<file path="config.mk">
export PLATFORM = sky130hd
export DESIGN_NAME = fetch_reg
export DESIGN_NICKNAME = d
export VERILOG_FILES = /design/src/rtl/cpu_pkg.sv /design/src/rtl/fetch_reg.sv
export VERILOG_INCLUDE_DIRS = /design/src /design/src/rtl
export SDC_FILE = /design/constraint.sdc
export NUM_CORES = 1
export LEC_CHECK = 0
export BUFFER_PORTS_ARGS = -buffer_cell sky130_fd_sc_hd__buf_2
export CAP_MARGIN = 20
export CORE_MARGIN = 2
export CORE_UTILIZATION = 30
export CTS_CLUSTER_DIAMETER = 40
export DETAILED_ROUTE_END_ITERATION = 8
export PLACE_DENSITY = 0.69
export REMOVE_ABC_BUFFERS = 1
export SKIP_LAST_GASP = 1
export SLEW_MARGIN = 30
export SYNTH_ARGS = -nofsm -noshare
export SYNTH_HDL_FRONTEND = slang
export SYNTH_SLANG_ARGS = --single-unit
</file>
<file path="constraint.sdc">
create_clock -name clock -period 2.3 [get_ports clock]
set_clock_uncertainty 0.05 [all_clocks]
set_input_delay 0.46 -clock clock [delete_from_list [all_inputs] [get_ports clock]]
set_output_delay 0.46 -clock clock [all_outputs]
set_load 0.03 [all_outputs]
</file>
<file path="src/rtl/cpu_defines.svh">
`ifndef CPU_DEFINES_SVH
`define CPU_DEFINES_SVH

// ----------------------------------------
// Major opcodes, bits 30:25.
// ----------------------------------------
`define TY_B  6'h26
`define TY_BZ 6'h27
`define TY_J  6'h24
`define TY_JR 6'h25

// Compare sub-opcode of TY_B, bit 14.
`define BEQ 1'b0
`define BNE 1'b1

// Zero-compare sub-opcodes of TY_BZ, bits 19:16.
`define BEQZ 4'd2
`define BNEZ 4'd3
`define BGEZ 4'd4
`define BLTZ 4'd5
`define BGTZ 4'd6
`define BLEZ 4'd7

// ----------------------------------------
// Reset vector and storage sizes.
// ----------------------------------------
`define RESET_PC   32'h0000_0000
`define IMEM_WORDS 256
`define IMEM_AW    8
`define NUM_REGS   32

`endif

</file>
<file path="src/rtl/cpu_pkg.sv">
`include "cpu_defines.svh"

package cpu_pkg;

	// ----------------------------------------
	// Encodings.
	// ----------------------------------------
	typedef enum logic [5:0] {
		OP_B     = `TY_B,
		OP_BZ    = `TY_BZ,
		OP_J     = `TY_J,
		OP_JR    = `TY_JR,
		OP_OTHER = 6'h3f
	} opcode_e;

	typedef enum logic [3:0] {
		BZ_EQZ = `BEQZ,
		BZ_NEZ = `BNEZ,
		BZ_GEZ = `BGEZ,
		BZ_LTZ = `BLTZ,
		BZ_GTZ = `BGTZ,
		BZ_LEZ = `BLEZ
	} bz_cond_e;

	// Next-PC source.
	typedef enum logic [2:0] {
		PC_4        = 3'd0,
		PC_14BIT    = 3'd1,
		PC_16BIT    = 3'd2,
		PC_24BIT    = 3'd3,
		PC_REGISTER = 3'd4
	} pc_sel_e;

	// REG1 command from the PC unit.
	typedef enum logic [1:0] {
		FC_LOAD  = 2'd0,
		FC_HOLD  = 2'd1,
		FC_FLUSH = 2'd2
	} fetch_ctl_e;

	// ----------------------------------------
	// Pipeline records.
	// ----------------------------------------
	typedef struct packed {
		logic        valid;
		logic [31:0] pc;
		logic [31:0] instr;
	} fetch_word_t;

	typedef struct packed {
		opcode_e     opcode;
		logic        sub_op_b;
		bz_cond_e    sub_op_bz;
		logic [4:0]  rt;
		logic [4:0]  ra;
		logic [4:0]  rb;
		logic [13:0] imm_14bit;
		logic [15:0] imm_16bit;
		logic [23:0] imm_24bit;
	} decode_t;

	typedef struct packed {
		logic rt_ra_equal;
		logic rt_zero;
		logic rt_negative;
	} cmp_flags_t;

endpackage

</file>
<file path="src/rtl/fetch_reg.sv">
`timescale 1ns/1ps

module fetch_reg
	import cpu_pkg::*;
(
	input  logic        clock,
	input  logic        reset,
	input  fetch_ctl_e  fetch_ctl,
	input  logic [31:0] pc,
	input  logic [31:0] instr,
	output fetch_word_t reg1
);

	logic        valid_q;
	logic [31:0] pc_q;
	logic [31:0] instr_q;

	// Valid bit, cleared by reset and flush.
	always_ff @(posedge clock) begin
		if (reset) begin
			valid_q <= 1'b0;
		end else begin
			case (fetch_ctl)
				FC_LOAD:  valid_q <= 1'b1;
				FC_FLUSH: valid_q <= 1'b0;
				default:  valid_q <= valid_q;
			endcase
		end
	end

	// Payload only moves on a load.
	always_ff @(posedge clock) begin
		if (fetch_ctl == FC_LOAD) begin
			pc_q    <= pc;
			instr_q <= instr;
		end
	end

	always_comb begin
		reg1.valid = valid_q;
		reg1.pc    = pc_q;
		reg1.instr = instr_q;
	end

endmodule

</file>
## After elaboration in Yosys (flattened, before gate mapping)

Cells that the tools add are included.

- Bits in registers: 65
- Input bits: 68
- Output and inout port bits: 65
- Word-level logic and storage cells: 7

- Equal/unequal tests: 1
- Multiplexer cells: 1
- Reductions and logical operators: 2

Operators by type and width:

| kind | number |
|---|---|
| == test 2 bit, second input constant | 1 |
| logical NOT 2 bit | 1 |
| one-hot mux 1 bit (2 select lines) | 1 |
| nonzero test 2 bit | 1 |

## Longest topological paths before layout

Gate-level depths: netlist of the first run.

- Depth in word-level cells: 2
- Depth in mapped cells: 2
- Gate-level depth less buffers: 2

## Least setup slack after synthesis of the first run

OpenSTA, ideal clock, no wires.

- Path kind: input -> register
- Start point: in fetch_ctl[1]
- End point: reg instr_q[0] (enable)
- Setup time: 418 ps
- Arrival: 1964 ps
- Required time: 1832 ps
- Setup slack: -132 ps
- Stages: 2
- Buffers on the path: 0
- Path through: or2_1 > inv_1

- Cells in the longest elaborated chain, start to end: 1

RTL lines:

| item | line | RTL |
|---|---|---|
| start: declaration | fetch_reg.sv:8 | `input fetch_ctl_e fetch_ctl,` |
| logical NOT 2 bit | fetch_reg.sv:33 | `if (fetch_ctl == FC_LOAD) begin` |
| end signal: assignment | fetch_reg.sv:35 | `instr_q <= instr;` |
| end: declaration | fetch_reg.sv:16 | `logic [31:0] instr_q;` |

No other way between the ends.
A chain may end at the register's enable or synchronous reset.

## Final worst setup path of the first run

- Start point: reg pc_q[10]
- End point: out reg1[42] (netlist bit)

RTL lines:

| item | line | RTL |
|---|---|---|
| start: declaration | fetch_reg.sv:15 | `logic [31:0] pc_q;` |
| start signal: assignment | fetch_reg.sv:34 | `pc_q <= pc;` |
| end: declaration | fetch_reg.sv:11 | `output fetch_word_t reg1` |

No word-level cell between the ends.

==> run metrics, run 1 <==
TritonCTS Buffers=9; DRC viols=0; slowest library cell on the worst path=edfxtp_1; ant diodes=0; hold-fix buffers at CTS=0; Placer Congestion=0.665; Area Growth Syn to Fin=47.7%; WP data arrival=about 900 ps; first-pass GRT wire length=5910 µm; Clock power frac=33.4%; GRT Total Usage=~11%; Synth area leaders=edfxtp_1 (97%), dfxtp_1 (1.0%), a21oi_2 (0.44%); Core Box Area=about 6300 µm²; CP required=1790 ps; max frequency=710 MHz; post-CTS setup buffers=0; Synthesis Warnings=0; biggest area consumer among synthesized cells=edfxtp_1; # nets final=282; VDD IR-drop max=~0.35 mV; die area=7240 µm²; global route total overflow=0; DRT Wirelength=4030 µm; initial antenna violation count=0; Seq cells post-synth=65; CTS Buffer Depth=2; layout cell share with drive strength beyond 1=67.9%; Tmin final=1410 ps; DRT iter0 DRCs=25; Die W=85.1 µm; Worst-Skew Late Latency=320 ps; cell internal pwr=just under 2 mW; Net Sw Power=0.615 mW; library cells used by synthesis=7; largest net degree at the start of global routing=34; Final period util=61.3%; Vias/cell=4.13; final setup fails=0; unrepaired setup endpoints after global routing=false; Syn Inst Count=70; power density over cell area=between 800 and 900 nW/µm²; commonest non-fill, non-tap cell in the layout=buf_2; setup TNS=0 ps; slew margin rel.=73.5%; initial core utilization=31.1%; CP Launch Type=flop; worst slew pin tran=398 ps; Avg Cell Area, Syn=approximately 28 µm²; Post-CTS Resized=0; sequential fraction of design power=roughly 55%; design area=approximately 2900 µm²; Post-Syn Area=1970 µm²; Clk pin slew, worst setup/hold paths=60 ps; capturing element type of the critical path=primary output; CTS root buf=clkbuf_8; via count=roughly 1,200; CTS tree=yes; Leakage=1.24 nW; most frequent cells in the layout=buf_2 (132), edfxtp_1 (64), clkbuf_8 (9); sequential area share after synthesis=98.5%; status=completed; Buf/Inv on CP=1; clock sink total=65; # IOs=133; Hold Crit Class=input port to flop; # rows=29; Crit Path Class=flop to primary output; router iterations before antenna repair=4; Crit path largest cell delay=380 ps; DP Area=around 2700 µm²; DRT antenna net count=0; max_cap viols=0; combinational share of power=12.1%; crit path cell chain=buf_2; htree depth=3; Die Span Y=85.1 µm; IO Port Bufs=132; Final Hold Violating Endpoints=0; vias in the first global route=1,209; Top Family by Delay on Critical Path=flip-flops; Slew Viols, Final=0; crit path max fanout=1; Synth top area share=97.5%; WL/cell=~14 µm; Sw Share=23.8%
[worst paths after layout]
kind,start,end,slack (ps),cells past startpoint
max,pc_q[10],reg1[42],890,1
min,reset,valid_q,240,2
max reg2reg,valid_q,valid_q,1670,2
min reg2reg,valid_q,valid_q,430,2
[cell usage after synthesis]
cell / count
buf_4: 1
or2_1: 1
dfxtp_1: 1
edfxtp_1: 64
nand2_1: 1
a21oi_2: 1
inv_1: 1
[routing by layer]
metal / up-vias / global-route usage [%] / wire (µm)
met4: 0 / 6.49 / 54
met5: - / 0 / 0
met3: 5 / 5.93 / 443
met1: 575 / 13.1 / 1580
met2: 75 / 16.8 / 1950
li1: 564 / - / -
[cell families (layout without fill, tap and decap cells)]
kind of cell,Yosys count,after routing,synth area share [%]
buf+inv,2,150,0.571
flops,65,65,98.5
compound gates,1,1,0.444
simple gates,2,2,0.508
[metrics by stage]
step | instances | total power [mW] | utilization [%] | setup WS [ps] | hold WS (ps)
3_5_place_dp | 280 | 1.75 | 43.1 | 630 | 421
5_1_grt | 295 | 2.70 | 45.9 | 839 | 228
6_report | 295 | 2.58 | 45.9 | 891 | 239
2_1_floorplan | 69 | 1.62 | - | -132 | 472
3_3_place_gp | 280 | 1.74 | 43.1 | 668 | 414
4_1_cts | 295 | 2.63 | 45.9 | 862 | 213
[flip-flops by register name (all words and copies together), names as in the netlist]
| name | cells |
|---|---|
| pc_q | 32 |
| valid_q | 1 |
| instr_q | 32 |
[power by group through the flow]
| stage | clock network, mW | registers [mW] | logic (mW) |
|---|---|---|---|
| after floorplan | 0 | 1.60 | 0.0174 |
| after CTS | 0.903 | 1.41 | 0.316 |
| after global routing | 0.953 | 1.41 | 0.329 |
| after detailed placement | 0 | 1.44 | 0.316 |
| final | 0.861 | 1.41 | 0.311 |
| after global placement | 0 | 1.43 | 0.313 |
[layout make-up]
type                            count  area [µm²]
Sequential cell                    65        1940
Clock inverter                      5        47.5
Fill cell                         562        3440
Tap cell                           77        96.3
Inverter                            1        3.75
Clock buffer                       10         128
Timing Repair Buffer              134         676
Multi-Input combinational cell      3        18.8
No activity file was read; power rests on OpenSTA's default activity.
==> run 2, diff against run 1 <==
==> constraint.sdc (replaced) <==
create_clock -name clock -period 1.2 [get_ports clock]
set_clock_uncertainty 0.05 [all_clocks]
set_input_delay 0.24 -clock clock [delete_from_list [all_inputs] [get_ports clock]]
set_output_delay 0.24 -clock clock [all_outputs]
set_load 0.03 [all_outputs]
==> run 2 against run 1 <==
Against the previous run:
- clock-buffer cell count fell by 1
- non-clock buffer count rose by 2
- register-to-register slack got worse by 1100 ps
- first-iteration DRC count rose by 40%
- combinational power rose by 130%
- highest routed layer unchanged
==> run metrics, run 2 (synthesized netlist as in run 1, its figures left out) <==
WP data arrival=890 ps; filler cell count=538; worst reg2reg setup slack=580 ps; TritonCTS Buffers=9; Hold Crit Class=input port to flop; Vias/cell=roughly 4.1; Final period util=98.1%; post-CTS setup buffers=0; Crit Path Class=flop to primary output; CTS root buf=clkbuf_8; CTS tree=yes; DRT antenna net count=0; Buf/Inv on CP=1; crit path to=reg1[42]; Top Family by Delay on Critical Path=flip-flops; Area Growth Syn to Fin=64.7%; capturing element type of the critical path=primary output; # rows=29; r2r endpoint=valid_q; status=completed; worst slew pin tran=178 ps; slew margin rel.=between 80% and 90%; unrepaired setup endpoints after global routing=true; Levels on crit path=1; largest net degree at the start of global routing=34; setup TNS=0 ps; initial core utilization=31.1%; Final Hold Violating Endpoints=0; crit path max fanout=1; Crit path largest cell delay=410 ps; HPWL after DPL=3070 µm; die area=between 7000 and 8000 µm²; vias in the first global route=1,250; crit path cell chain=buf_6; slowest library cell on the worst path=edfxtp_1; global route total overflow=0; # IOs=roughly 130; crit path from=pc_q[10]; DRT Wirelength=4160 µm; CP required=910 ps; Die W=between 80 and 90 µm; VDD IR-drop max=1.03 mV; Placer Congestion=0.665; reg-to-reg startpoint=valid_q; WL/cell=13.8 µm; # nets final=284; final setup fails=0; via count=1,234; Tmin final=about 1200 ps; power density over cell area=1650 nW/µm²; first-pass GRT wire length=between 6000 and 7000 µm; Slew Viols, Final=0; most frequent cells in the layout=buf_2 (84), edfxtp_1 (64), buf_6 (35); FF-to-FF path depth=2; DRT iter0 DRCs=35; max_cap viols=0; Die Span Y=85.1 µm; max frequency=849 MHz; clock sink total=65; Worst-Skew Late Latency=320 ps; worst hold margin=33.2 ps; IO Port Bufs=132; DRC viols=0; CP Launch Type=flop; Clk pin slew, worst setup/hold paths=roughly 70 ps; GRT Total Usage=between 10% and 20%; commonest non-fill, non-tap cell in the layout=buf_2; Top Registers=instr_q (32), pc_q (32), valid_q (1); htree depth=3; layout cell share with drive strength beyond 1=68.3%; Core Box Area=6350 µm²; initial antenna violation count=3; CTS Buffer Depth=2; router iterations before antenna repair=4; Leakage=1.36 nW
## run 2: final cells by class
type	instances	area, µm²	area share [%]
Inverter	1	3.75	0.116
Timing Repair Buffer	136	970	29.9
Clock inverter	7	85.1	2.62
Antenna cell	3	7.51	0.231
Sequential cell	65	1940	59.8
Clock buffer	9	124	3.82
Multi-Input combinational cell	3	18.8	0.578
Tap cell	77	96.3	2.97
## run 2: where the power goes
group          total (mW)  internal [mW]  switching, mW  leakage, nW
sequential           2.72           2.66         0.0525        0.609
clock                1.93           1.15          0.780        0.104
combinational       0.715          0.294          0.421        0.642
## run 2: worst min path at each step
stage	from	end	cells after the start	slack, ps
floorplan	reset	valid_q	1	250
global placement	reset	valid_q	2	350
detailed placement	reset	valid_q	2	350
CTS	pc[19]	pc_q[19]	1	10
global route	pc[14]	pc_q[14]	1	2
finish	pc[19]	pc_q[19]	1	30
## run 2: metrics by stage
step | utilization, % | setup WS (ps) | instances | area [µm²] | power [mW]
finish | 51.1 | 22.2 | 301 | 3250 | 5.36
global route | 51.0 | -33.9 | 298 | 3240 | 5.59
CTS | 47.6 | -3.45 | 298 | 3020 | 5.32
detailed placement | 43.6 | -70.1 | 281 | 2770 | 3.36
global placement | 43.6 | -64.2 | 281 | 2770 | 3.35
floorplan | - | -1010 | 69 | 1960 | 3.10
## run 2: metal layers
layer	routed length [µm]	track usage [%]	share of wire, %	vias to the layer above
li1	-	-	-	575
met1	1590	13.1	38	575
met2	2010	16.3	48	76
met3	497	7.10	12	8
met4	64	7.36	1.5	0
met5	0	0	0	-
## run 2: what timing repair did
item / 4_1_cts / 5_1_grt
setup endpoints to repair: 8 / 48
hold buffers: 1 / 0
gates resized for setup: 12 / 110
hold endpoints to repair: 1 / 0
