[src/rtl/cpu_defines.svh]
`ifndef CPU_DEFINES_SVH
`define CPU_DEFINES_SVH

// ----------------------------------------
// Major opcodes, bits 30:25.
// ----------------------------------------
`define TY_B  6'h26
`define TY_BZ 6'h27
`define TY_J  6'h24
`define TY_JR 6'h25

// Compare sub-opcode of TY_B, bit 14.
`define BEQ 1'b0
`define BNE 1'b1

// Zero-compare sub-opcodes of TY_BZ, bits 19:16.
`define BEQZ 4'd2
`define BNEZ 4'd3
`define BGEZ 4'd4
`define BLTZ 4'd5
`define BGTZ 4'd6
`define BLEZ 4'd7

// ----------------------------------------
// Reset vector and storage sizes.
// ----------------------------------------
`define RESET_PC   32'h0000_0000
`define IMEM_WORDS 256
`define IMEM_AW    8
`define NUM_REGS   32

`endif

[src/rtl/cpu_pkg.sv]
`include "cpu_defines.svh"

package cpu_pkg;

	// ----------------------------------------
	// Encodings.
	// ----------------------------------------
	typedef enum logic [5:0] {
		OP_B     = `TY_B,
		OP_BZ    = `TY_BZ,
		OP_J     = `TY_J,
		OP_JR    = `TY_JR,
		OP_OTHER = 6'h3f
	} opcode_e;

	typedef enum logic [3:0] {
		BZ_EQZ = `BEQZ,
		BZ_NEZ = `BNEZ,
		BZ_GEZ = `BGEZ,
		BZ_LTZ = `BLTZ,
		BZ_GTZ = `BGTZ,
		BZ_LEZ = `BLEZ
	} bz_cond_e;

	// Next-PC source.
	typedef enum logic [2:0] {
		PC_4        = 3'd0,
		PC_14BIT    = 3'd1,
		PC_16BIT    = 3'd2,
		PC_24BIT    = 3'd3,
		PC_REGISTER = 3'd4
	} pc_sel_e;

	// REG1 command from the PC unit.
	typedef enum logic [1:0] {
		FC_LOAD  = 2'd0,
		FC_HOLD  = 2'd1,
		FC_FLUSH = 2'd2
	} fetch_ctl_e;

	// ----------------------------------------
	// Pipeline records.
	// ----------------------------------------
	typedef struct packed {
		logic        valid;
		logic [31:0] pc;
		logic [31:0] instr;
	} fetch_word_t;

	typedef struct packed {
		opcode_e     opcode;
		logic        sub_op_b;
		bz_cond_e    sub_op_bz;
		logic [4:0]  rt;
		logic [4:0]  ra;
		logic [4:0]  rb;
		logic [13:0] imm_14bit;
		logic [15:0] imm_16bit;
		logic [23:0] imm_24bit;
	} decode_t;

	typedef struct packed {
		logic rt_ra_equal;
		logic rt_zero;
		logic rt_negative;
	} cmp_flags_t;

endpackage

[src/rtl/inst_decode.sv]
`timescale 1ns/1ps
`include "cpu_defines.svh"

module inst_decode
	import cpu_pkg::*;
(
	input  fetch_word_t reg1,
	output decode_t     decode
);

	logic [31:0] w;
	logic [5:0]  op_raw;
	logic        bz_known;

	assign w      = reg1.instr;
	assign op_raw = w[30:25];

	// ----------------------------------------
	// Field slices.
	// ----------------------------------------
	always_comb begin
		decode.sub_op_b  = w[14];
		decode.rt        = w[24:20];
		decode.ra        = w[19:15];
		decode.rb        = w[14:10];
		decode.imm_14bit = w[13:0];
		decode.imm_16bit = w[15:0];
		decode.imm_24bit = w[23:0];
	end

	// Zero-compare condition.
	always_comb begin
		bz_known         = 1'b1;
		decode.sub_op_bz = BZ_EQZ;
		case (w[19:16])
			`BEQZ:   decode.sub_op_bz = BZ_EQZ;
			`BNEZ:   decode.sub_op_bz = BZ_NEZ;
			`BGEZ:   decode.sub_op_bz = BZ_GEZ;
			`BLTZ:   decode.sub_op_bz = BZ_LTZ;
			`BGTZ:   decode.sub_op_bz = BZ_GTZ;
			`BLEZ:   decode.sub_op_bz = BZ_LEZ;
			default: bz_known = 1'b0;
		endcase
	end

	// ----------------------------------------
	// Opcode recognition.
	// ----------------------------------------
	always_comb begin
		decode.opcode = OP_OTHER;
		if (reg1.valid) begin
			case (op_raw)
				`TY_B:   decode.opcode = OP_B;
				`TY_BZ:  decode.opcode = bz_known ? OP_BZ : OP_OTHER;
				`TY_J:   decode.opcode = OP_J;
				`TY_JR:  decode.opcode = OP_JR;
				default: decode.opcode = OP_OTHER;
			endcase
		end
	end

endmodule

[config.mk]
export PLATFORM = sky130hd
export DESIGN_NAME = inst_decode
export DESIGN_NICKNAME = d
export VERILOG_FILES = /design/src/rtl/cpu_pkg.sv /design/src/rtl/inst_decode.sv
export VERILOG_INCLUDE_DIRS = /design/src /design/src/rtl
export SDC_FILE = /design/constraint.sdc
export NUM_CORES = 1
export LEC_CHECK = 0
export BUFFER_PORTS_ARGS = -buffer_cell sky130_fd_sc_hd__buf_4
export CAP_MARGIN = 20
export CORE_ASPECT_RATIO = 1.75
export CORE_MARGIN = 5
export CORE_UTILIZATION = 26
export DETAILED_ROUTE_END_ITERATION = 10
export PLACE_DENSITY_LB_ADDON = 0.3
export SLEW_MARGIN = 0
export SYNTH_ARGS = -nofsm -noshare
export SYNTH_HDL_FRONTEND = slang
export SYNTH_SLANG_ARGS = --single-unit
[constraint.sdc]
create_clock -name vclk -period 2.1
set_input_delay 0.42 -clock vclk [all_inputs]
set_output_delay 0.42 -clock vclk [all_outputs]
set_load 0.01 [all_outputs]
### After elaboration in Yosys (flattened, before gate mapping)

Cells that the tools add are included.

| storage, ports and cells | value |
|---|---|
| bits of input ports | 65 |
| bits in registers | 0 |
| word-level logic and storage cells | 16 |

| operators by class | value |
|---|---|
| eq/ne operators | 10 |
| reduce and logical (&&, ||, !) cells | 1 |
| mux-type cells | 5 |

Operators with widths:

| operator | count |
|---|---|
| 6-bit equality test, second input constant | 4 |
| 5-bit case mux with 4 select lines | 1 |
| 4-bit by 3-bit equality test with 1-bit output, second input constant | 4 |
| 3-bit case mux with 5 select lines | 1 |
| 5-bit two-way mux | 2 |
| 4-bit by 2-bit equality test with 1-bit output, second input constant | 2 |
| 6-bit OR reduction | 1 |
| 1-bit two-way mux | 1 |

### Logic depth before layout (Yosys ltp)

Gate-level depths: netlist of run 1.

| logic depth | value |
|---|---|
| word-level depth | 6 |
| depth in mapped cells | 3 |
| gate-level depth less buffers | 2 |

### Least setup slack after synthesis of run 1

Ideal clock, no wire load.

| path | value |
|---|---|
| kind | input-to-output |
| from | in reg1[17] (netlist name) |
| to | out decode[78] (netlist name) |
| arrival time | 1.069 ns |
| cell stages on the path | 3 |
| path buffers | 1 |
| slack | 0.611 ns |
| data required time | 1.680 ns |
| path through | o21ba_1 -> o211ai_1 -> buf_4 |

RTL lines:

| element | line | text |
|---|---|---|
| start, declared | inst_decode.sv:7 | `input fetch_word_t reg1,` |
| end, declared | inst_decode.sv:8 | `output decode_t decode` |

==> results.toml, run 1 <==
[synth]
syn_inst = 85
avgSynthCellArea_um2 = 7.42
syn-cell-area_um2 = 631
synth_top_area_share_pct = 88.1
synth_cell_types = 10
synthTopCellsByCount = "74 x buf_4, 2 x conb_1, 2 x nand3b_1"
yosysMostFrequentCell = "buf_4"
yosys.area.top_type = "buf_4"
netlist_top_cells_area = "buf_4 88%, nand3b_1 2.4%, and4bb_1 2.0%, o21ba_1 1.6%, conb_1 1.2%"
ys_seq_area_share_pct = 0
ys_warn_count = 0

[place]
gp_congestion = 0.627
dp_cells = 63
placement.cell_area_um2 = 305
dp_hpwl_um = 715
portBuffers = 26

[timing]
maxSlewViolCount = 0
fin_crit_sh_pct = 72.9
setup_viol = 0
min_period_ns = 1.53
worst_hold_slack_ns = 0.840
tns_ns = 0
hold_viol = 0
max_freq_mhz = 653
rsz0062_at_grt = "no"

[floorplan]
dieArea_um2 = 3550
io_pins = 145
num_rows = 23
die_w_um = 47.2
die_height_um = 75.2
core_um2 = 2300
start_util_pct = 27.4

[critical_path]
slowest_delay_ns = 0.31
critPathLaunchType = "input port"
end_kind = "output pin"
required_ns = 1.68
crit_chain = "buf_4 > and4bb_1 > o211ai_1 > buf_4"
critical_path.slowest_cell = "and4bb_1"
path_max_fanout = 3
cp_data_arrival_time_ns = 1.11
critPathKind = "input port to output pin"
cp_common_cell = "buf_4"

[final_layout]
multi_input_area_um2 = 78.8
nClkBuffers = 0
flops_and_latches = 0
drive_gt1_share_pct = 68.4
register_area_um2 = 0
diodes = 0
fillCellCount = 271
postLayoutCoreUtil_pct = 13.3
area_delta_synth_final_pct = -51.6
nets = 105
layout.cells.non_filler = 63
fin_area_um2 = 305

[hold_path]
min-delay-start = "reg1[1]"
min_to = "decode[1]"
hold_class = "input port to output pin"
hold_depth = 0

[clock_tree]
cts_setup_buffers = 0
postCtsHoldBufs = 0
ctsResizeCount = 0

[job]
drv_cap = 0

[run_status]
outcome = "finished clean"

[routing]
dr.max_layer_used = "met4"
routed_wl_um = 832
drt_iter0_drc = 0
route.detailed.drc = 0
wl_met3_um = 292
wl_per_cell_um = 13.2
via_per_inst = 3.71
final_antenna_net_count = 0
wl_met1_um = 124
dr.pass1.iters = 1
vias = 234
met2WireLength_um = 278

[global_routing]
grt_use_total_pct = 3.44
grt_max_degree = 5
grt_pass1_vias = 204
overflow = 0
grt_pass1_wl_um = 938
antenna_found_initial = 0

[power]
ir_drop_mv = 0.0171
powerDensity_nw_per_um2 = 171
p_leak_nw = 0.157
[area by class of cell]
cell class / instances / share of cell area, %
multi-input cells: 12 / 25.8
well taps: 25 / 10.2
repair buffers: 26 / 63.9
[layer usage]
layer | track usage [%] | vias up
met3 | 1.44 | 22
met4 | 8.00 | 0
li1 | - | 89
met1 | 0.851 | 85
met5 | 0 | -
met2 | 5.52 | 38
[cells in the final DEF, fill, tap and decap left out]
cell,Yosys,final
and2_1,1,1
and4bb_1,1,1
buf_4,74,26
conb_1,2,3
nand2_1,1,1
nand2b_1,1,1
nand3b_1,2,2
nor2b_1,1,1
o211ai_1,1,1
o21ba_1,1,1
[stage by stage]
step / power, mW / setup WS [ns]
detailed placement: 0.0527 / 0.561
floorplan: 0.152 / 0.611
finish: 0.0522 / 0.569
global placement: 0.0531 / 0.543
global route: 0.0563 / 0.479
CTS: 0.0528 / 0.558
[where the power goes]
part	leakage [nW]	internal (mW)	switching [mW]
clock	0	0	0
combinational	0.157	0.0309	0.0213
sequential	0	0	0
[worst max path at each step]
stage / from / to / slack [ns] / cells after the start
2_1_floorplan: reg1[17] / decode[78] / 0.61 / 3
3_3_place_gp: reg1[17] / decode[77] / 0.54 / 4
3_5_place_dp: reg1[17] / decode[77] / 0.56 / 4
4_1_cts: reg1[17] / decode[77] / 0.56 / 4
5_1_grt: reg1[17] / decode[78] / 0.48 / 4
6_report: reg1[29] / decode[78] / 0.57 / 4
[critical path, delay by kind of cell]
family / cells / cell delay, ns
compound gates: 1 / 0.12
simple gates: 1 / 0.31
buf+inv: 2 / 0.26
[cell families (layout without fill, tap and decap cells)]
| logic type | Yosys count | after routing | share of synthesized area, % |
|---|---|---|---|
| and+or+nand+nor | 7 | 7 | 7.94 |
| buffers and inverters | 74 | 26 | 88.1 |
| other | 2 | 3 | 1.19 |
| AOI/OAI and AO/OA | 2 | 2 | 2.78 |
Power figures use the tool's default switching activity.
==> run 2: changes to the inputs <==
CORE_UTILIZATION = 24   (was 26)
clock period = 1.5 ns   (was 2.1 ns; I/O delays follow)
==> run 2 against run 1 <==
  * Power is 41% higher
  * Die area is 6.9% higher
  * Final cell count is 1.6% higher
  * First-iteration DRC count is 1 higher
  * Sequential share of layout area stayed put
  * Worst hold slack worse by 0.24 ns
  * Count of clock-buffer cells in the layout stayed put
  * Global-route usage is 0.24 points higher
  * Worst setup slack worse by 0.38 ns
  * Flip-flop and latch count stayed put
  * Non-clock buffer count stayed put
  * Routed wire length is 5.4% higher
  * Highest routed layer unchanged
==> results.toml, run 2 (synthesis results as in run 1) <==
[floorplan]
die_w_um = 48.8
die_height_um = 77.8
start_util_pct = 25.0
dieArea_um2 = 3790
io_pins = 145
num_rows = 24
core_um2 = 2520

[routing]
route.detailed.drc = 0
final_antenna_net_count = 0
dr.pass1.iters = 2
drt_iter0_drc = 1
routed_wl_um = 877
vias = 237
wl_per_cell_um = 13.7
via_per_inst = 3.70

[run_status]
outcome = "finished clean"

[critical_path]
critPathKind = "input port to output pin"
path_max_fanout = 3
cp_data_arrival_time_ns = 1.01
required_ns = 1.20
end_kind = "output pin"
critPathLaunchType = "input port"

[timing]
tns_ns = 0
fin_crit_sh_pct = 87.2
rsz0062_at_grt = "no"
hold_viol = 0
max_freq_mhz = 765
maxSlewViolCount = 0
setup_viol = 0
min_period_ns = 1.31
worst_hold_slack_ns = 0.600

[global_routing]
overflow = 0
grt_pass1_wl_um = 1230
antenna_found_initial = 0
grt_pass1_vias = 245
grt_max_degree = 5
grt_use_total_pct = 3.69

[power]
powerDensity_nw_per_um2 = 240
ir_drop_mv = 0.0304
p_leak_nw = 0.157

[final_layout]
layout_commonest_cell = "buf_4"
flops_and_latches = 0
layout_common_cells = "26 x buf_4, 3 x conb_1, 2 x nand3b_1"
register_area_um2 = 0
diodes = 0
area_delta_synth_final_pct = -51.4
nClkBuffers = 0
drive_gt1_share_pct = 68.4
nets = 105

[hold_path]
hold_class = "input port to output pin"

[clock_tree]
postCtsHoldBufs = 0
ctsResizeCount = 0
cts_setup_buffers = 0

[job]
drv_cap = 0

[place]
portBuffers = 26
gp_congestion = 0.641
run 2: cell counts in the layout (fill, tap and decap cells not counted):
Identical to the previous run, type by type.
run 2: through the flow:
| stage | power [mW] | std cells | setup slack (ns) | util, % | cell area, um2 |
|---|---|---|---|---|---|
| floorplan | 0.213 | 86 | 0.251 | - | 634 |
| global placement | 0.0746 | 64 | 0.179 | 12.2 | 307 |
| detailed placement | 0.0748 | 64 | 0.174 | 12.2 | 307 |
| CTS | 0.0749 | 64 | 0.174 | 12.2 | 307 |
| global route | 0.0796 | 64 | 0.147 | 12.2 | 307 |
| finish | 0.0736 | 64 | 0.192 | 12.2 | 307 |
run 2: power breakdown:
part | switching, mW | total [mW] | internal (mW) | leakage, nW
combinational | 0.0303 | 0.0736 | 0.0433 | 0.157
sequential | 0 | 0 | 0 | 0
clock | 0 | 0 | 0 | 0
run 2: path summary, 6_finish.rpt:
path     start          to  cells past startpoint
min   reg1[24]  decode[68]                      0
max   reg1[29]  decode[77]                      4
run 2: final cells by class:
class	count	area (um2)
fillers	291	2220
repair buffers	26	195
multi-input cells	12	78.8
well taps	26	32.5
run 2: worst max-delay path: stages:
cell and delay [ns]:
buf_4 0.11, and4bb_1 0.31, o211ai_1 0.12, buf_4 0.16
run 2: routing by layer:
metal,global-route usage (%),share of wire (%),up-vias
li1,-,-,89
met1,2.05,21,89
met2,5.89,38,36
met3,3.26,30,23
met4,4.31,11,0
met5,0,0,-
==> run 3: changes to the inputs <==
PLACE_DENSITY = 0.94   (was not set)
PLACE_DENSITY_LB_ADDON = not set   (was 0.3)
==> run 3 against run 2 <==
  * Final cell count unchanged
  * Worst hold slack about the same
  * Global-route usage grew 0.42 points
  * Routed wire length rose by 11%
  * First-iteration DRC count shrank 100%
  * Largest cell class unchanged
  * Utilization did not move
  * Flip-flop and latch count stayed put
  * Critical endpoint unchanged
  * Sequential share of layout area unchanged
  * Non-clock buffer count unchanged
  * Count of clock-buffer cells in the layout is the same
  * Via count increased by 1.7%
  * Power shrank 1.9%
==> results.toml, run 3 (synthesis results as in run 1) <==
[run_status]
outcome = "finished clean"

[critical_path]
path_max_fanout = 4
end_kind = "output pin"
critPathKind = "input port to output pin"
cp_data_arrival_time_ns = 0.99
required_ns = 1.20
critPathLaunchType = "input port"

[place]
portBuffers = 26
gp_congestion = 0.519

[clock_tree]
cts_setup_buffers = 0
postCtsHoldBufs = 0
ctsResizeCount = 0

[routing]
route.detailed.drc = 0
drt_iter0_drc = 0
via_per_inst = 3.77
vias = 241
dr.pass1.iters = 1
routed_wl_um = 973
wl_per_cell_um = 15.2
final_antenna_net_count = 0

[global_routing]
grt_use_total_pct = 4.11
grt_pass1_vias = 234
antenna_found_initial = 0
overflow = 0
grt_max_degree = 5
grt_pass1_wl_um = 1270

[timing]
setup_viol = 0
min_period_ns = 1.29
rsz0062_at_grt = "no"
fin_crit_sh_pct = 86.3
maxSlewViolCount = 0
worst_hold_slack_ns = 0.600
max_freq_mhz = 773
hold_viol = 0
tns_ns = 0

[job]
drv_cap = 0

[final_layout]
area_delta_synth_final_pct = -51.4
multi_input_area_um2 = 78.8
register_area_um2 = 0
nClkBuffers = 0
nets = 105
fillCellCount = 290
drive_gt1_share_pct = 68.4
layout_common_cells = "26 x buf_4, 3 x conb_1, 2 x nand3b_1"
flops_and_latches = 0
layout_commonest_cell = "buf_4"
diodes = 0

[floorplan]
die_w_um = 48.8
start_util_pct = 25.0
num_rows = 24
die_height_um = 77.8
dieArea_um2 = 3790
core_um2 = 2520
io_pins = 145

[hold_path]
hold_class = "input port to output pin"

[power]
powerDensity_nw_per_um2 = 236
p_leak_nw = 0.157
ir_drop_mv = 0.0273
run 3: cell counts in the layout (fill, tap and decap cells not counted):
No cell type changed its count.
run 3: power by group:
part	switching [mW]	internal (mW)
clock	0	0
sequential	0	0
combinational	0.0290	0.0432
total	0.0290	0.0432
run 3: worst paths after layout:
kind	cells after the start	slack [ns]	from	end
worst max-delay path	4	0.21	reg1[17]	decode[77]
worst min-delay path	0	0.60	reg1[2]	decode[2]
run 3: final cells by class:
type	count	share of cell area, %
Tap cell	26	10.6
Timing Repair Buffer	26	63.7
Multi-Input combinational cell	12	25.7
run 3: layer usage:
layer / global-route usage [%] / wire length [um] / part of all wire, %
met1: 1.60 / 103 / 11
met2: 4.71 / 294 / 30
met3: 2.87 / 306 / 31
met4: 11.3 / 268 / 28
met5: 0 / 0 / 0
run 3: stage by stage:
stage | setup WS (ns) | instance area, um2 | power (mW) | utilization [%] | std cells
floorplan | 0.251 | 634 | 0.213 | - | 86
global placement | 0.201 | 307 | 0.0724 | 12.2 | 64
detailed placement | 0.195 | 307 | 0.0734 | 12.2 | 64
CTS | 0.192 | 307 | 0.0736 | 12.2 | 64
global route | 0.157 | 307 | 0.0781 | 12.2 | 64
finish | 0.206 | 307 | 0.0722 | 12.2 | 64
run 3: worst max-delay path: stages:
cell and delay, ns:
buf_4 0.12, o21ba_1 0.19, o211ai_1 0.22, buf_4 0.16
