## src/rtl/cpu_defines.svh

```systemverilog
`ifndef CPU_DEFINES_SVH
`define CPU_DEFINES_SVH

// ----------------------------------------
// Major opcodes, bits 30:25.
// ----------------------------------------
`define TY_B  6'h26
`define TY_BZ 6'h27
`define TY_J  6'h24
`define TY_JR 6'h25

// Compare sub-opcode of TY_B, bit 14.
`define BEQ 1'b0
`define BNE 1'b1

// Zero-compare sub-opcodes of TY_BZ, bits 19:16.
`define BEQZ 4'd2
`define BNEZ 4'd3
`define BGEZ 4'd4
`define BLTZ 4'd5
`define BGTZ 4'd6
`define BLEZ 4'd7

// ----------------------------------------
// Reset vector and storage sizes.
// ----------------------------------------
`define RESET_PC   32'h0000_0000
`define IMEM_WORDS 256
`define IMEM_AW    8
`define NUM_REGS   32

`endif

```

## src/rtl/cpu_pkg.sv

```systemverilog
`include "cpu_defines.svh"

package cpu_pkg;

	// ----------------------------------------
	// Encodings.
	// ----------------------------------------
	typedef enum logic [5:0] {
		OP_B     = `TY_B,
		OP_BZ    = `TY_BZ,
		OP_J     = `TY_J,
		OP_JR    = `TY_JR,
		OP_OTHER = 6'h3f
	} opcode_e;

	typedef enum logic [3:0] {
		BZ_EQZ = `BEQZ,
		BZ_NEZ = `BNEZ,
		BZ_GEZ = `BGEZ,
		BZ_LTZ = `BLTZ,
		BZ_GTZ = `BGTZ,
		BZ_LEZ = `BLEZ
	} bz_cond_e;

	// Next-PC source.
	typedef enum logic [2:0] {
		PC_4        = 3'd0,
		PC_14BIT    = 3'd1,
		PC_16BIT    = 3'd2,
		PC_24BIT    = 3'd3,
		PC_REGISTER = 3'd4
	} pc_sel_e;

	// REG1 command from the PC unit.
	typedef enum logic [1:0] {
		FC_LOAD  = 2'd0,
		FC_HOLD  = 2'd1,
		FC_FLUSH = 2'd2
	} fetch_ctl_e;

	// ----------------------------------------
	// Pipeline records.
	// ----------------------------------------
	typedef struct packed {
		logic        valid;
		logic [31:0] pc;
		logic [31:0] instr;
	} fetch_word_t;

	typedef struct packed {
		opcode_e     opcode;
		logic        sub_op_b;
		bz_cond_e    sub_op_bz;
		logic [4:0]  rt;
		logic [4:0]  ra;
		logic [4:0]  rb;
		logic [13:0] imm_14bit;
		logic [15:0] imm_16bit;
		logic [23:0] imm_24bit;
	} decode_t;

	typedef struct packed {
		logic rt_ra_equal;
		logic rt_zero;
		logic rt_negative;
	} cmp_flags_t;

endpackage

```

## src/rtl/pc_unit.sv

```systemverilog
`timescale 1ns/1ps
`include "cpu_defines.svh"

module pc_unit
	import cpu_pkg::*;
(
	input  logic        clock,
	input  logic        reset,
	input  logic        enable_pc,
	input  decode_t     decode,
	input  cmp_flags_t  flags,
	input  logic [31:0] reg_rb_data,
	input  logic        do_hazard,
	input  logic        do_halt_pc,
	input  logic        do_interrupt,
	input  logic [31:0] interrupt_pc,
	input  logic        do_it_load_pc,
	input  logic [31:0] it_return_pc,
	output logic [31:0] current_pc,
	output logic        do_flush_reg1,
	output fetch_ctl_e  fetch_ctl
);

	pc_sel_e     select_pc;
	logic [31:0] branch_pc;
	logic [31:0] next_pc;
	logic [31:0] pc_d;
	logic        bz_taken;

	// ----------------------------------------
	// Branch condition.
	// ----------------------------------------
	always_comb begin
		case (decode.sub_op_bz)
			BZ_EQZ:  bz_taken = flags.rt_zero;
			BZ_NEZ:  bz_taken = !flags.rt_zero;
			BZ_GEZ:  bz_taken = !flags.rt_negative;
			BZ_LTZ:  bz_taken = flags.rt_negative;
			BZ_GTZ:  bz_taken = !flags.rt_zero && !flags.rt_negative;
			BZ_LEZ:  bz_taken = flags.rt_zero || flags.rt_negative;
			default: bz_taken = 1'b0;
		endcase
	end

	always_comb begin
		case (decode.opcode)
			OP_B: begin
				if ((decode.sub_op_b == `BEQ) == flags.rt_ra_equal)
					select_pc = PC_14BIT;
				else
					select_pc = PC_4;
			end
			OP_BZ:   select_pc = bz_taken ? PC_16BIT : PC_4;
			OP_J:    select_pc = PC_24BIT;
			OP_JR:   select_pc = PC_REGISTER;
			default: select_pc = PC_4;
		endcase
	end

	// ----------------------------------------
	// Target arithmetic.
	// ----------------------------------------
	// Branch sits one word behind the fetch PC.
	assign branch_pc = current_pc - 32'd4;

	always_comb begin
		case (select_pc)
			PC_14BIT:    next_pc = branch_pc + {{17{decode.imm_14bit[13]}}, decode.imm_14bit, 1'b0};
			PC_16BIT:    next_pc = branch_pc + {{15{decode.imm_16bit[15]}}, decode.imm_16bit, 1'b0};
			PC_24BIT:    next_pc = branch_pc + {{7{decode.imm_24bit[23]}}, decode.imm_24bit, 1'b0};
			PC_REGISTER: next_pc = reg_rb_data;
			default:     next_pc = current_pc + 32'd4;
		endcase
	end

	assign do_flush_reg1 = (select_pc != PC_4);

	// ----------------------------------------
	// Redirect and stall priority.
	// ----------------------------------------
	always_comb begin
		pc_d      = current_pc;
		fetch_ctl = FC_HOLD;
		if (enable_pc) begin
			if (do_it_load_pc) begin
				pc_d      = it_return_pc;
				fetch_ctl = FC_FLUSH;
			end else if (do_interrupt) begin
				pc_d      = interrupt_pc;
				fetch_ctl = FC_FLUSH;
			end else if (do_hazard) begin
				fetch_ctl = FC_HOLD;
			end else if (do_halt_pc) begin
				fetch_ctl = FC_FLUSH;
			end else begin
				pc_d      = next_pc;
				fetch_ctl = do_flush_reg1 ? FC_FLUSH : FC_LOAD;
			end
		end
	end

	always_ff @(posedge clock) begin
		if (reset) begin
			current_pc <= `RESET_PC;
		end else begin
			current_pc <= pc_d;
		end
	end

endmodule

```

## config.mk

```make
export PLATFORM = sky130hd
export DESIGN_NAME = pc_unit
export DESIGN_NICKNAME = d
export VERILOG_FILES = /design/src/rtl/cpu_pkg.sv /design/src/rtl/pc_unit.sv
export VERILOG_INCLUDE_DIRS = /design/src /design/src/rtl
export SDC_FILE = /design/constraint.sdc
export NUM_CORES = 1
export LEC_CHECK = 0
export BUFFER_PORTS_ARGS = -buffer_cell sky130_fd_sc_hd__buf_2
export CORE_MARGIN = 2
export CORE_UTILIZATION = 35
export CTS_CLUSTER_SIZE = 20
export DETAILED_ROUTE_END_ITERATION = 10
export GPL_ROUTABILITY_DRIVEN = 0
export GPL_TIMING_DRIVEN = 0
export PLACE_DENSITY = 0.66
export RECOVER_POWER = 100
export REMOVE_ABC_BUFFERS = 1
export SKIP_LAST_GASP = 1
export SLEW_MARGIN = 5
export SYNTH_ARGS = -nofsm -noshare
export SYNTH_HDL_FRONTEND = slang
export SYNTH_SLANG_ARGS = --single-unit
export TNS_END_PERCENT = 20
```

## constraint.sdc

```tcl
create_clock -name clock -period 4.3 [get_ports clock]
set_clock_uncertainty 0.1 [all_clocks]
set_input_delay 0.215 -clock clock [delete_from_list [all_inputs] [get_ports clock]]
set_output_delay 0.215 -clock clock [all_outputs]
set_load 0.03 [all_outputs]
```

Word-level counts from Yosys, hierarchy flattened
Index checks and enable logic that the tools add are counted.
{"block": "op_classes", "n_reduce_logical": 6, "addsub": 5, "muxes": 15, "n_bitwise": 1, "eq_ne": 17}
{"cell": "$mux W32", "n": 4}
{"cell": "$pmux W32 S4", "n": 1}
{"cell": "$add A32 B32 Y32", "n": 3}
{"cell": "$add A32 B3 Y32 const B", "n": 1}
{"cell": "$sub A32 B3 Y32 const B", "n": 1}
{"cell": "$eq A6 B6 Y1 const B", "n": 4}
{"cell": "$eq A4 B3 Y1 const B", "n": 4}
{"cell": "$mux W2", "n": 7}
{"cell": "$pmux W3 S4", "n": 1}
{"cell": "$eq A4 B2 Y1 const B", "n": 2}
{"cell": "$eq A3 B2 Y1 const B", "n": 2}
{"cell": "$ne A3 B1 Y1 const B", "n": 2}
{"cell": "$pmux W1 S6", "n": 1}
{"cell": "$eq A3 B1 Y1 const B", "n": 1}
{"cell": "$eq A3 B3 Y1 const B", "n": 1}
{"cell": "$reduce_and A3 Y1", "n": 1}
{"cell": "$reduce_bool A3 Y1", "n": 1}
{"cell": "$logic_not A1 Y1", "n": 2}
{"cell": "$eq A1 B1 Y1", "n": 1}
{"cell": "$logic_and A1 B1 Y1", "n": 1}
{"cell": "$logic_or A1 B1 Y1", "n": 1}
{"cell": "$mux W1", "n": 1}
{"cell": "$not A1 Y1", "n": 1}
{"block": "word_totals", "in_bits": 186, "reg_bits": 32}

Depth between registers and ports, before layout
Gate-level depths: netlist (run 1).
{"block": "depth", "depth_word": 12, "mapped_depth": 18, "ltp_nobuf": 17}

Worst setup path before layout (run 1)
Ideal clock, no wire load.
{"block": "synth_timing", "path_kind": "reg2reg", "from": "reg current_pc[11]", "to": "reg current_pc[30]", "synth_period_minus_slack_ps": 4049, "setup_time_ps": 124, "path_buffers": 1, "stages_incl_launch_ff": 16, "setup_slack_ps": 251, "t_arrival_ps": 3825, "path_cell_list": "dfxtp_1 buf_6 or4_4 nor3_2 nand2b_1 or3_4 nor2_1 xor2_1 ha_1 and4_1 nand4_1 a2111oi_2 a211oi_1 a211oi_1 mux2i_1 o21ai_0"}
{"block": "synth_via", "elab_chain_len": 7, "elab_cells_between_ends": 10, "classes_between": "add/sub: 5; mux: 5"}
{"element": "start, declared", "line": "pc_unit.sv:19", "rtl": "output logic [31:0] current_pc,"}
{"element": "start signal, assigned", "line": "pc_unit.sv:104", "rtl": "current_pc <= `RESET_PC;"}
{"element": "start signal, assigned", "line": "pc_unit.sv:106", "rtl": "current_pc <= pc_d;"}
{"element": "$sub A32 B3 Y32", "line": "pc_unit.sv:64", "rtl": "assign branch_pc = current_pc - 32'd4;"}
{"element": "$add A32 B32 Y32, on equally long branches", "line": "pc_unit.sv:70, pc_unit.sv:68, pc_unit.sv:69"}
{"element": "$pmux W32 S4 *", "line": "pc_unit.sv:67", "rtl": "case (select_pc)"}
{"element": "$mux W32 *", "line": "pc_unit.sv:93", "rtl": "end else if (do_halt_pc) begin"}
{"element": "$mux W32 *", "line": "pc_unit.sv:91", "rtl": "end else if (do_hazard) begin"}
{"element": "$mux W32 *", "line": "pc_unit.sv:88", "rtl": "end else if (do_interrupt) begin"}
{"element": "$mux W32 *", "line": "pc_unit.sv:85", "rtl": "if (do_it_load_pc) begin"}
Every way passes the cells marked *; elsewhere a longest branch is shown, timed or not. The select of a mux whose other input is x is not followed.
A chain may end at the register's enable or synchronous reset.

Worst setup path after layout (run 1)
{"block": "layout_timing", "from": "in decode[70] (netlist name)", "to": "reg current_pc[30]"}
{"block": "layout_via", "elab_chain_len": 10, "elab_cells_between_ends": 18, "classes_between": "eq/ne: 10; mux: 8"}
{"element": "start, declared", "line": "pc_unit.sv:10", "rtl": "input decode_t decode,"}
{"element": "$eq A4 B3 Y1 / $eq A4 B2 Y1 (equally long branches)", "line": "pc_unit.sv:34", "rtl": "case (decode.sub_op_bz)"}
{"element": "$pmux W1 S6 *", "line": "pc_unit.sv:34"}
{"element": "$mux W2 *", "line": "pc_unit.sv:53", "rtl": "OP_BZ: select_pc = bz_taken ? PC_16BIT : PC_4;"}
{"element": "$pmux W3 S4 *", "line": "pc_unit.sv:46", "rtl": "case (decode.opcode)"}
{"element": "$eq A3 B3 Y1, or another cell as far along", "line": "pc_unit.sv:67"}
{"element": "$pmux W32 S4 *", "line": "pc_unit.sv:67"}
{"element": "$mux W32 *", "line": "pc_unit.sv:93"}
{"element": "$mux W32 *", "line": "pc_unit.sv:91"}
{"element": "$mux W32 *", "line": "pc_unit.sv:88"}
{"element": "$mux W32 *", "line": "pc_unit.sv:85"}
Marks and branches as above.

==> summary.md, run 1 <==
| Metric | Value |
|---|---|
| Routed WL | `20970 um` |
| Routed vias/inst | `5.730` |
| Max-cap viol count | `0` |
| Largest net degree at the start of global routing | `30` |
| Nets | `1173` |
| Cell mode on critical path | `a211oi_2` |
| Area post-placement | `6454 um2` |
| GRT Total Usage | `24.48%` |
| Top delay family on crit path | `compound AO/OA/AOI/OAI gates` |
| Cell Pwr Density | `249.8 nW/um2` |
| Yosys warns | `0` |
| Post-Syn Area | `5431 um2` |
| Critical path class | `in -> reg` |
| Slew at the pin closest to its max-slew limit | `1.260 ns` |
| Sequential cell area | `644.4 um2` |
| Hold Slack | `0.1827 ns` |
| Initial antenna violation count | `0` |
| Min-Delay Endpoint | `current_pc[16]` |
| Clock Sink Count | `32` |
| Slew Limit Fails | `0` |
| Post-synth EDFFs | `0` |
| Arr. time, crit path | `4.24 ns` |
| Leakage | `2.872 nW` |
| Tmin final | `4.180 ns` |
| First-pass GRT wire length | `32280 um` |
| Final Hold Violating Endpoints | `0` |
| Detailed Route Iter0 Violations | `558` |
| Drt pass-1 iters | `5` |
| Final routed DRC violation total | `0` |
| Reg2reg start | `current_pc[12]` |
| Number of global-route vias before repair | `6011` |
| Fmax | `239.2 MHz` |
| Final instance area | `6870 um2` |
| Top post-synthesis cells by count | `93 x a21oi_1, 90 x nor2_1, 74 x nand2_1` |
| Root Driver | `clkbuf_16` |
| Synth async-reset ratio | `0%` |
| CP peak stage delay | `0.66 ns` |
| Most frequent cell after synthesis | `a21oi_1` |
| Status | `complete, no violations` |
| Crit path buf inv count | `2` |
| Die Wd | `128.6 um` |
| Multi-input gate area | `4591 um2` |
| Placed cells | `1124` |
| Critical Path Source Type | `input pin` |
| RSZ-0062 raised after global routing | `true` |
| R2r worst-path depth | `14` |
| Netlist cell types | `83` |
| Slew HR | `15.81%` |
| Flops & latches, synth | `32` |
| CTS tree | `built` |
| Top-area cell type share of the netlist area | `11.79%` |
| Crit-path max FO | `13` |
| Number of CTS-inserted buffers | `5` |
| PortBufs | `205` |
| Leading area contributor after synthesis | `dfxtp_1` |
| Core area | `15200 um2` |
| Largest cells by area after synthesis | `dfxtp_1 12%, a21oi_1 8.6%, ha_1 7.4%` |
| Final setup vio count | `0` |
| Max Buffers Root-to-Sink | `2` |
| Regs by FF count | `current_pc x32` |
| Clk slew on worst S/H paths | `0.06 ns` |
| Hold_sp | `reg_rb_data[16]` |
| H-tree lvl count | `2` |
| Proportion of layout cells with a drive suffix above 1 | `27.33%` |
| Setup slack, reg-to-reg | `0.21 ns` |
| Top FF cell, synth | `dfxtp_1` |
| Slowest cell on crit path | `nor2_1` |
| Fillers | `1610` |
| IO Pins | `221` |
| Reg-to-reg endpoint | `current_pc[30]` |
| Final HPWL DP | `15690 um` |
| Area grow syn2layout | `26.49%` |
| Via Count | `6549` |
| Number of cell rows | `45` |
| Die H | `128.6 um` |
| Post-synthesis sequential area ratio | `11.79%` |
| ANT cells | `0` |
| Worst-Skew Late Latency | `0.28 ns` |
| Final WS setup | `0.1202 ns` |
| Die ar. | `16530 um2` |
| Starting density of the core | `35.73%` |
| Cells after synthesis | `793` |
| Drt wl/cell | `18.35 um` |
| CP cell instances | `buf_2, a211oi_1, o21ai_1, a2111o_1, buf_4, a31o_2, nor2_1, ha_1, and4_2, nand4_1, a2111oi_4, a211oi_2, a211oi_2, mux2i_1, o21ai_0` |
| VDD IR max | `0.1366 mV` |
| Gr ovfl total | `0` |
| Period utilization | `97.21%` |
| Syn avg cell area | `6.849 um2` |
| Pre-CTS setup slack | `-1.413 ns` |
| ANT nets after route | `0` |
| Cts hold-fix bufs | `0` |
| Max reg flops | `32` |
| Worst Setup End Kind | `flip-flop` |
| CP required | `4.36 ns` |
| Hold WC Path Type | `in -> reg` |
| WHS Path Cells | `4` |
| Final Non-Filler Cells | `1143` |
| Reg with most FFs | `current_pc` |
-- worst min-delay path, delay by kind of cell --
family	cells	cell delay, ns
compound gates	3	0.23
buf+inv	1	0.08
-- worst max path at each step --
stage / endpoint / cells after the start / from
2_1_floorplan: current_pc[18] / 14 / decode[78]
5_1_grt: current_pc[30] / 15 / decode[70]
6_report: current_pc[30] / 15 / decode[70]
3_3_place_gp: current_pc[30] / 15 / decode[78]
3_5_place_dp: current_pc[30] / 15 / decode[78]
4_1_cts: current_pc[30] / 16 / current_pc[2]
-- report_power, final --
| part | total (W) | switching (W) | internal (W) |
|---|---|---|---|
| combinational | 0.000925 | 0.000544 | 0.000381 |
| clock | 0.000408 | 0.000135 | 0.000272 |
| sequential | 0.000384 | 0.0000631 | 0.000320 |
| total | 0.00172 | 0.000742 | 0.000974 |
-- per-layer routing --
| metal | share of wire [%] | up-vias | global-route usage [%] |
|---|---|---|---|
| li1 | - | 3252 | - |
| met1 | 46 | 3045 | 35.15 |
| met2 | 47 | 238 | 40.71 |
| met3 | 6.3 | 14 | 2.204 |
| met4 | 0.77 | 0 | 3.836 |
| met5 | 0 | - | 0 |
-- cells in the final DEF (no fill, tap or decap), types with 8 or more instances in the layout --
cell type and n:
and3_1 8, buf_4 9, buf_2 178, nor2_1 90
ha_1 29, o211ai_1 8, nand4_1 11, dfxtp_1 29
a21oi_1 91, nand2_1 74, o221ai_1 20, o21ai_0 42
nand2b_1 15, a221oi_1 11, nor3_1 15, a211oi_1 11
xor2_1 30, inv_1 20, a21o_1 8, nand3_1 15
o22ai_1 27, xnor2_1 36, clkbuf_1 28
-- what timing repair did --
item	4_1_cts	5_1_grt
cloned	0	0
setup endpoints to repair	25	15
pin swaps	2	12
gates resized for setup	14	23
buffers inserted	3	8
-- through the flow --
| stage | util (%) | TNS [ns] | power (W) |
|---|---|---|---|
| 2_1_floorplan | - | 0 | 0.0009695 |
| 4_1_cts | 44.32 | -0.1848 | 0.001675 |
| 3_5_place_dp | 42.45 | -23.97 | 0.001242 |
| 6_report | 45.19 | 0 | 0.001716 |
| 3_3_place_gp | 42.06 | -21.36 | 0.001232 |
| 5_1_grt | 45.19 | -0.09852 | 0.001828 |
-- cells by family (layout without fill, tap and decap cells) --
kind of cell,after synthesis,count (layout),share of synthesized area (%)
xor+xnor,66,66,10.64
flops,32,32,11.79
buf+inv,88,250,7.187
mux,4,4,0.7372
simple gates,287,287,27.57
compound gates,283,283,34.32
fa+ha+maj,33,33,7.740
-- cell type report --
type                            instances  share of cell area [%]
Timing Repair Buffer                  219                   16.66
Clock inverter                          2                  0.5099
Inverter                               23                   1.329
Multi-Input combinational cell        673                   66.82
Tap cell                              188                   3.424
Sequential cell                        32                   9.379
Clock buffer                            6                   1.876
Note: power is estimated with default switching activity, not from simulation.
==> run 2: changes to the inputs <==
PLACE_DENSITY = 0.59   (was 0.66)
==> run 2 against run 1 <==
  * Sequential cell count unchanged
  * Sequential share of layout area about the same
  * Non-clock buffer count is 1 lower
  * Global-route usage shrank 0.34 points
  * Utilization about the same
  * Clock power is 8.3% lower
  * Design area barely moved
  * Cell count about the same
  * Fmax shrank 0.51%
  * Sequential power about the same
  * First-iteration DRC count is 34% lower
  * Worst setup slack worse by 0.021 ns
  * Largest power group unchanged
==> summary.md, run 2 (synthesis gave the netlist of run 1 again) <==
| Metric | Value |
|---|---|
| CP required | `4.43 ns (+0.07 ns)` |
| First-pass GRT wire length | `32010 um (-0.83%)` |
| Fmax | `238.0 MHz (-0.51%)` |
| Clk slew on worst S/H paths | `0.07 ns (about the same)` |
| Number of cell rows | `45 (unchanged)` |
| Core area | `15200 um2 (unchanged)` |
| Die Wd | `128.6 um (unchanged)` |
| CP cell instances | `buf_2, nand4bb_4, or4_1, a21o_4, o22ai_1, nor2_1, ha_1, fa_1, a211oi_2, o211ai_1, a21oi_2, nor3b_1, o211ai_1, buf_4, a211oi_2, or3_1, nand3_1` |
| Critical Path Source | `decode[78]` |
| Final Non-Filler Cells | `1142 (-0.087%)` |
| Crit-path max FO | `19 (+6)` |
| Setup TNS | `0 ns (unchanged)` |
| Slew HR | `14.67% (-1.1 points)` |
| Gr ovfl total | `0 (unchanged)` |
| Die ar. | `16530 um2 (unchanged)` |
| Worst Setup End Kind | `flip-flop` |
| Root Driver | `clkbuf_16` |
| Cts hold-fix bufs | `0 (unchanged)` |
| Max reg flops | `32 (unchanged)` |
| Period utilization | `97.70% (+0.49 points)` |
| Multi-input gate area | `4587 um2 (about the same)` |
| Commonest non-fill, non-tap cell in the layout | `buf_2` |
| Reg2reg start | `current_pc[17]` |
| Drt wl/cell | `18.26 um (-0.46%)` |
| RSZ-0062 raised after global routing | `true` |
| Hold WC Path Type | `in -> reg` |
| Slowest cell on crit path | `or4_1` |
| Arr. time, crit path | `4.33 ns (+0.09 ns)` |
| Nets | `1172 (-0.085%)` |
| Sequential cell area | `645.6 um2 (+0.19%)` |
| Placed cells | `1124 (unchanged)` |
| PortBufs | `205 (unchanged)` |
| GRT Total Usage | `24.15% (-0.34 points)` |
| Critical Path Source Type | `input pin` |
| Detailed Route Iter0 Violations | `371 (-34%)` |
| Fillers | `1636 (+1.6%)` |
| Routed vias/inst | `5.731 (about the same)` |
| Final Hold Violating Endpoints | `0 (unchanged)` |
| Number of CTS-inserted buffers | `5 (unchanged)` |
| Reg with most FFs | `current_pc` |
| Initial antenna violation count | `0 (unchanged)` |
| CTS tree | `built` |
| Slew Limit Fails | `0 (unchanged)` |
| Clock Sink Count | `32 (unchanged)` |
| ANT cells | `0 (unchanged)` |
| Final HPWL DP | `15780 um (+0.58%)` |
| Slew at the pin closest to its max-slew limit | `1.277 ns (+0.01710 ns)` |
| Drt pass-1 iters | `7 (+2)` |
| Number of global-route vias before repair | `6016 (+0.083%)` |
| Status | `complete, no violations` |
| Area grow syn2layout | `26.54% (about the same)` |
| Routed WL | `20860 um (-0.55%)` |
| ANT nets after route | `0 (unchanged)` |
| Final setup vio count | `0 (unchanged)` |
| Hold_sp | `it_return_pc[11]` |
| VDD IR max | `0.1249 mV (-8.6%)` |
| Worst-Skew Late Latency | `0.29 ns (about the same)` |
| Starting density of the core | `35.73% (unchanged)` |
| IO Pins | `221 (unchanged)` |
| Proportion of layout cells with a drive suffix above 1 | `29.66% (+2.3 points)` |
| Final routed DRC violation total | `0 (unchanged)` |
| Via Count | `6545 (-0.061%)` |
| Regs by FF count | `current_pc x32` |
| CP peak stage delay | `0.55 ns (-0.11 ns)` |
| Critical path class | `in -> reg` |
| Leakage | `2.939 nW (+2.3%)` |
| Max-cap viol count | `0 (unchanged)` |
| Commonest cells after routing, fill and taps aside | `200 x buf_2, 89 x nor2_1, 89 x a21oi_1, 74 x nand2_1, 44 x o21ai_0` |
| H-tree lvl count | `2 (unchanged)` |
| Max Buffers Root-to-Sink | `2 (unchanged)` |
| Tmin final | `4.201 ns (+0.02122 ns)` |
| Largest net degree at the start of global routing | `30 (unchanged)` |
| Cell Pwr Density | `245.9 nW/um2 (-1.6%)` |
| Die H | `128.6 um (unchanged)` |
## run 2: power breakdown
| part | total, W | internal [W] | switching [W] |
|---|---|---|---|
| registers | 0.000383 | 0.000320 | 0.0000626 |
| logic | 0.000933 | 0.000386 | 0.000547 |
| clock network | 0.000374 | 0.000216 | 0.000158 |
| total | 0.00169 | 0.000922 | 0.000768 |
## run 2: metal layers
layer | routed length (um) | track usage (%) | up-vias | share of wire [%]
li1 | - | - | 3261 | -
met5 | 0 | 0 | - | 0
met1 | 9760 | 34.18 | 3009 | 47
met3 | 1443 | 3.077 | 21 | 6.9
met4 | 258 | 4.668 | 0 | 1.2
met2 | 9395 | 39.64 | 254 | 45
## run 2: repair_timing
item / CTS / global route
gates resized for setup: 17 / 18
buffers inserted: 5 / 5
pin swaps: 3 / 9
setup endpoints to repair: 26 / 17
## run 2: through the flow
step	setup WS, ns	hold slack [ns]	cell area [um2]	total power, W	utilization, %
after detailed placement	-1.588	0.3812	6466	0.001251	42.54
after floorplan	0.1072	0.1839	5132	0.0009695	-
final	0.09894	0.1637	6873	0.001690	45.21
after global routing	-0.05913	0.1766	6873	0.001801	45.21
after global placement	-1.444	0.3868	6394	0.001244	42.06
after CTS	-0.04563	0.1608	6759	0.001650	44.46
## run 2: layout make-up
cell class / instances / area share (%)
Clock buffer: 5 / 1.820
Clock inverter: 3 / 0.3459
Inverter: 23 / 1.329
Multi-Input combinational cell: 673 / 66.74
Sequential cell: 32 / 9.394
Tap cell: 188 / 3.423
Timing Repair Buffer: 218 / 16.95
## run 2: worst paths after layout
kind	end	slack, ns	depth (start not counted)
min	current_pc[11]	0.16	3
max reg2reg	current_pc[30]	0.15	13
max	current_pc[31]	0.1	17
min reg2reg	current_pc[0]	0.40	2
## run 2: critical path, delay by kind of cell
kind | cells | cell delay, ns
compound gates | 7 | 1.61
simple gates | 6 | 1.52
fa+ha+maj | 2 | 0.69
buf+inv | 2 | 0.26
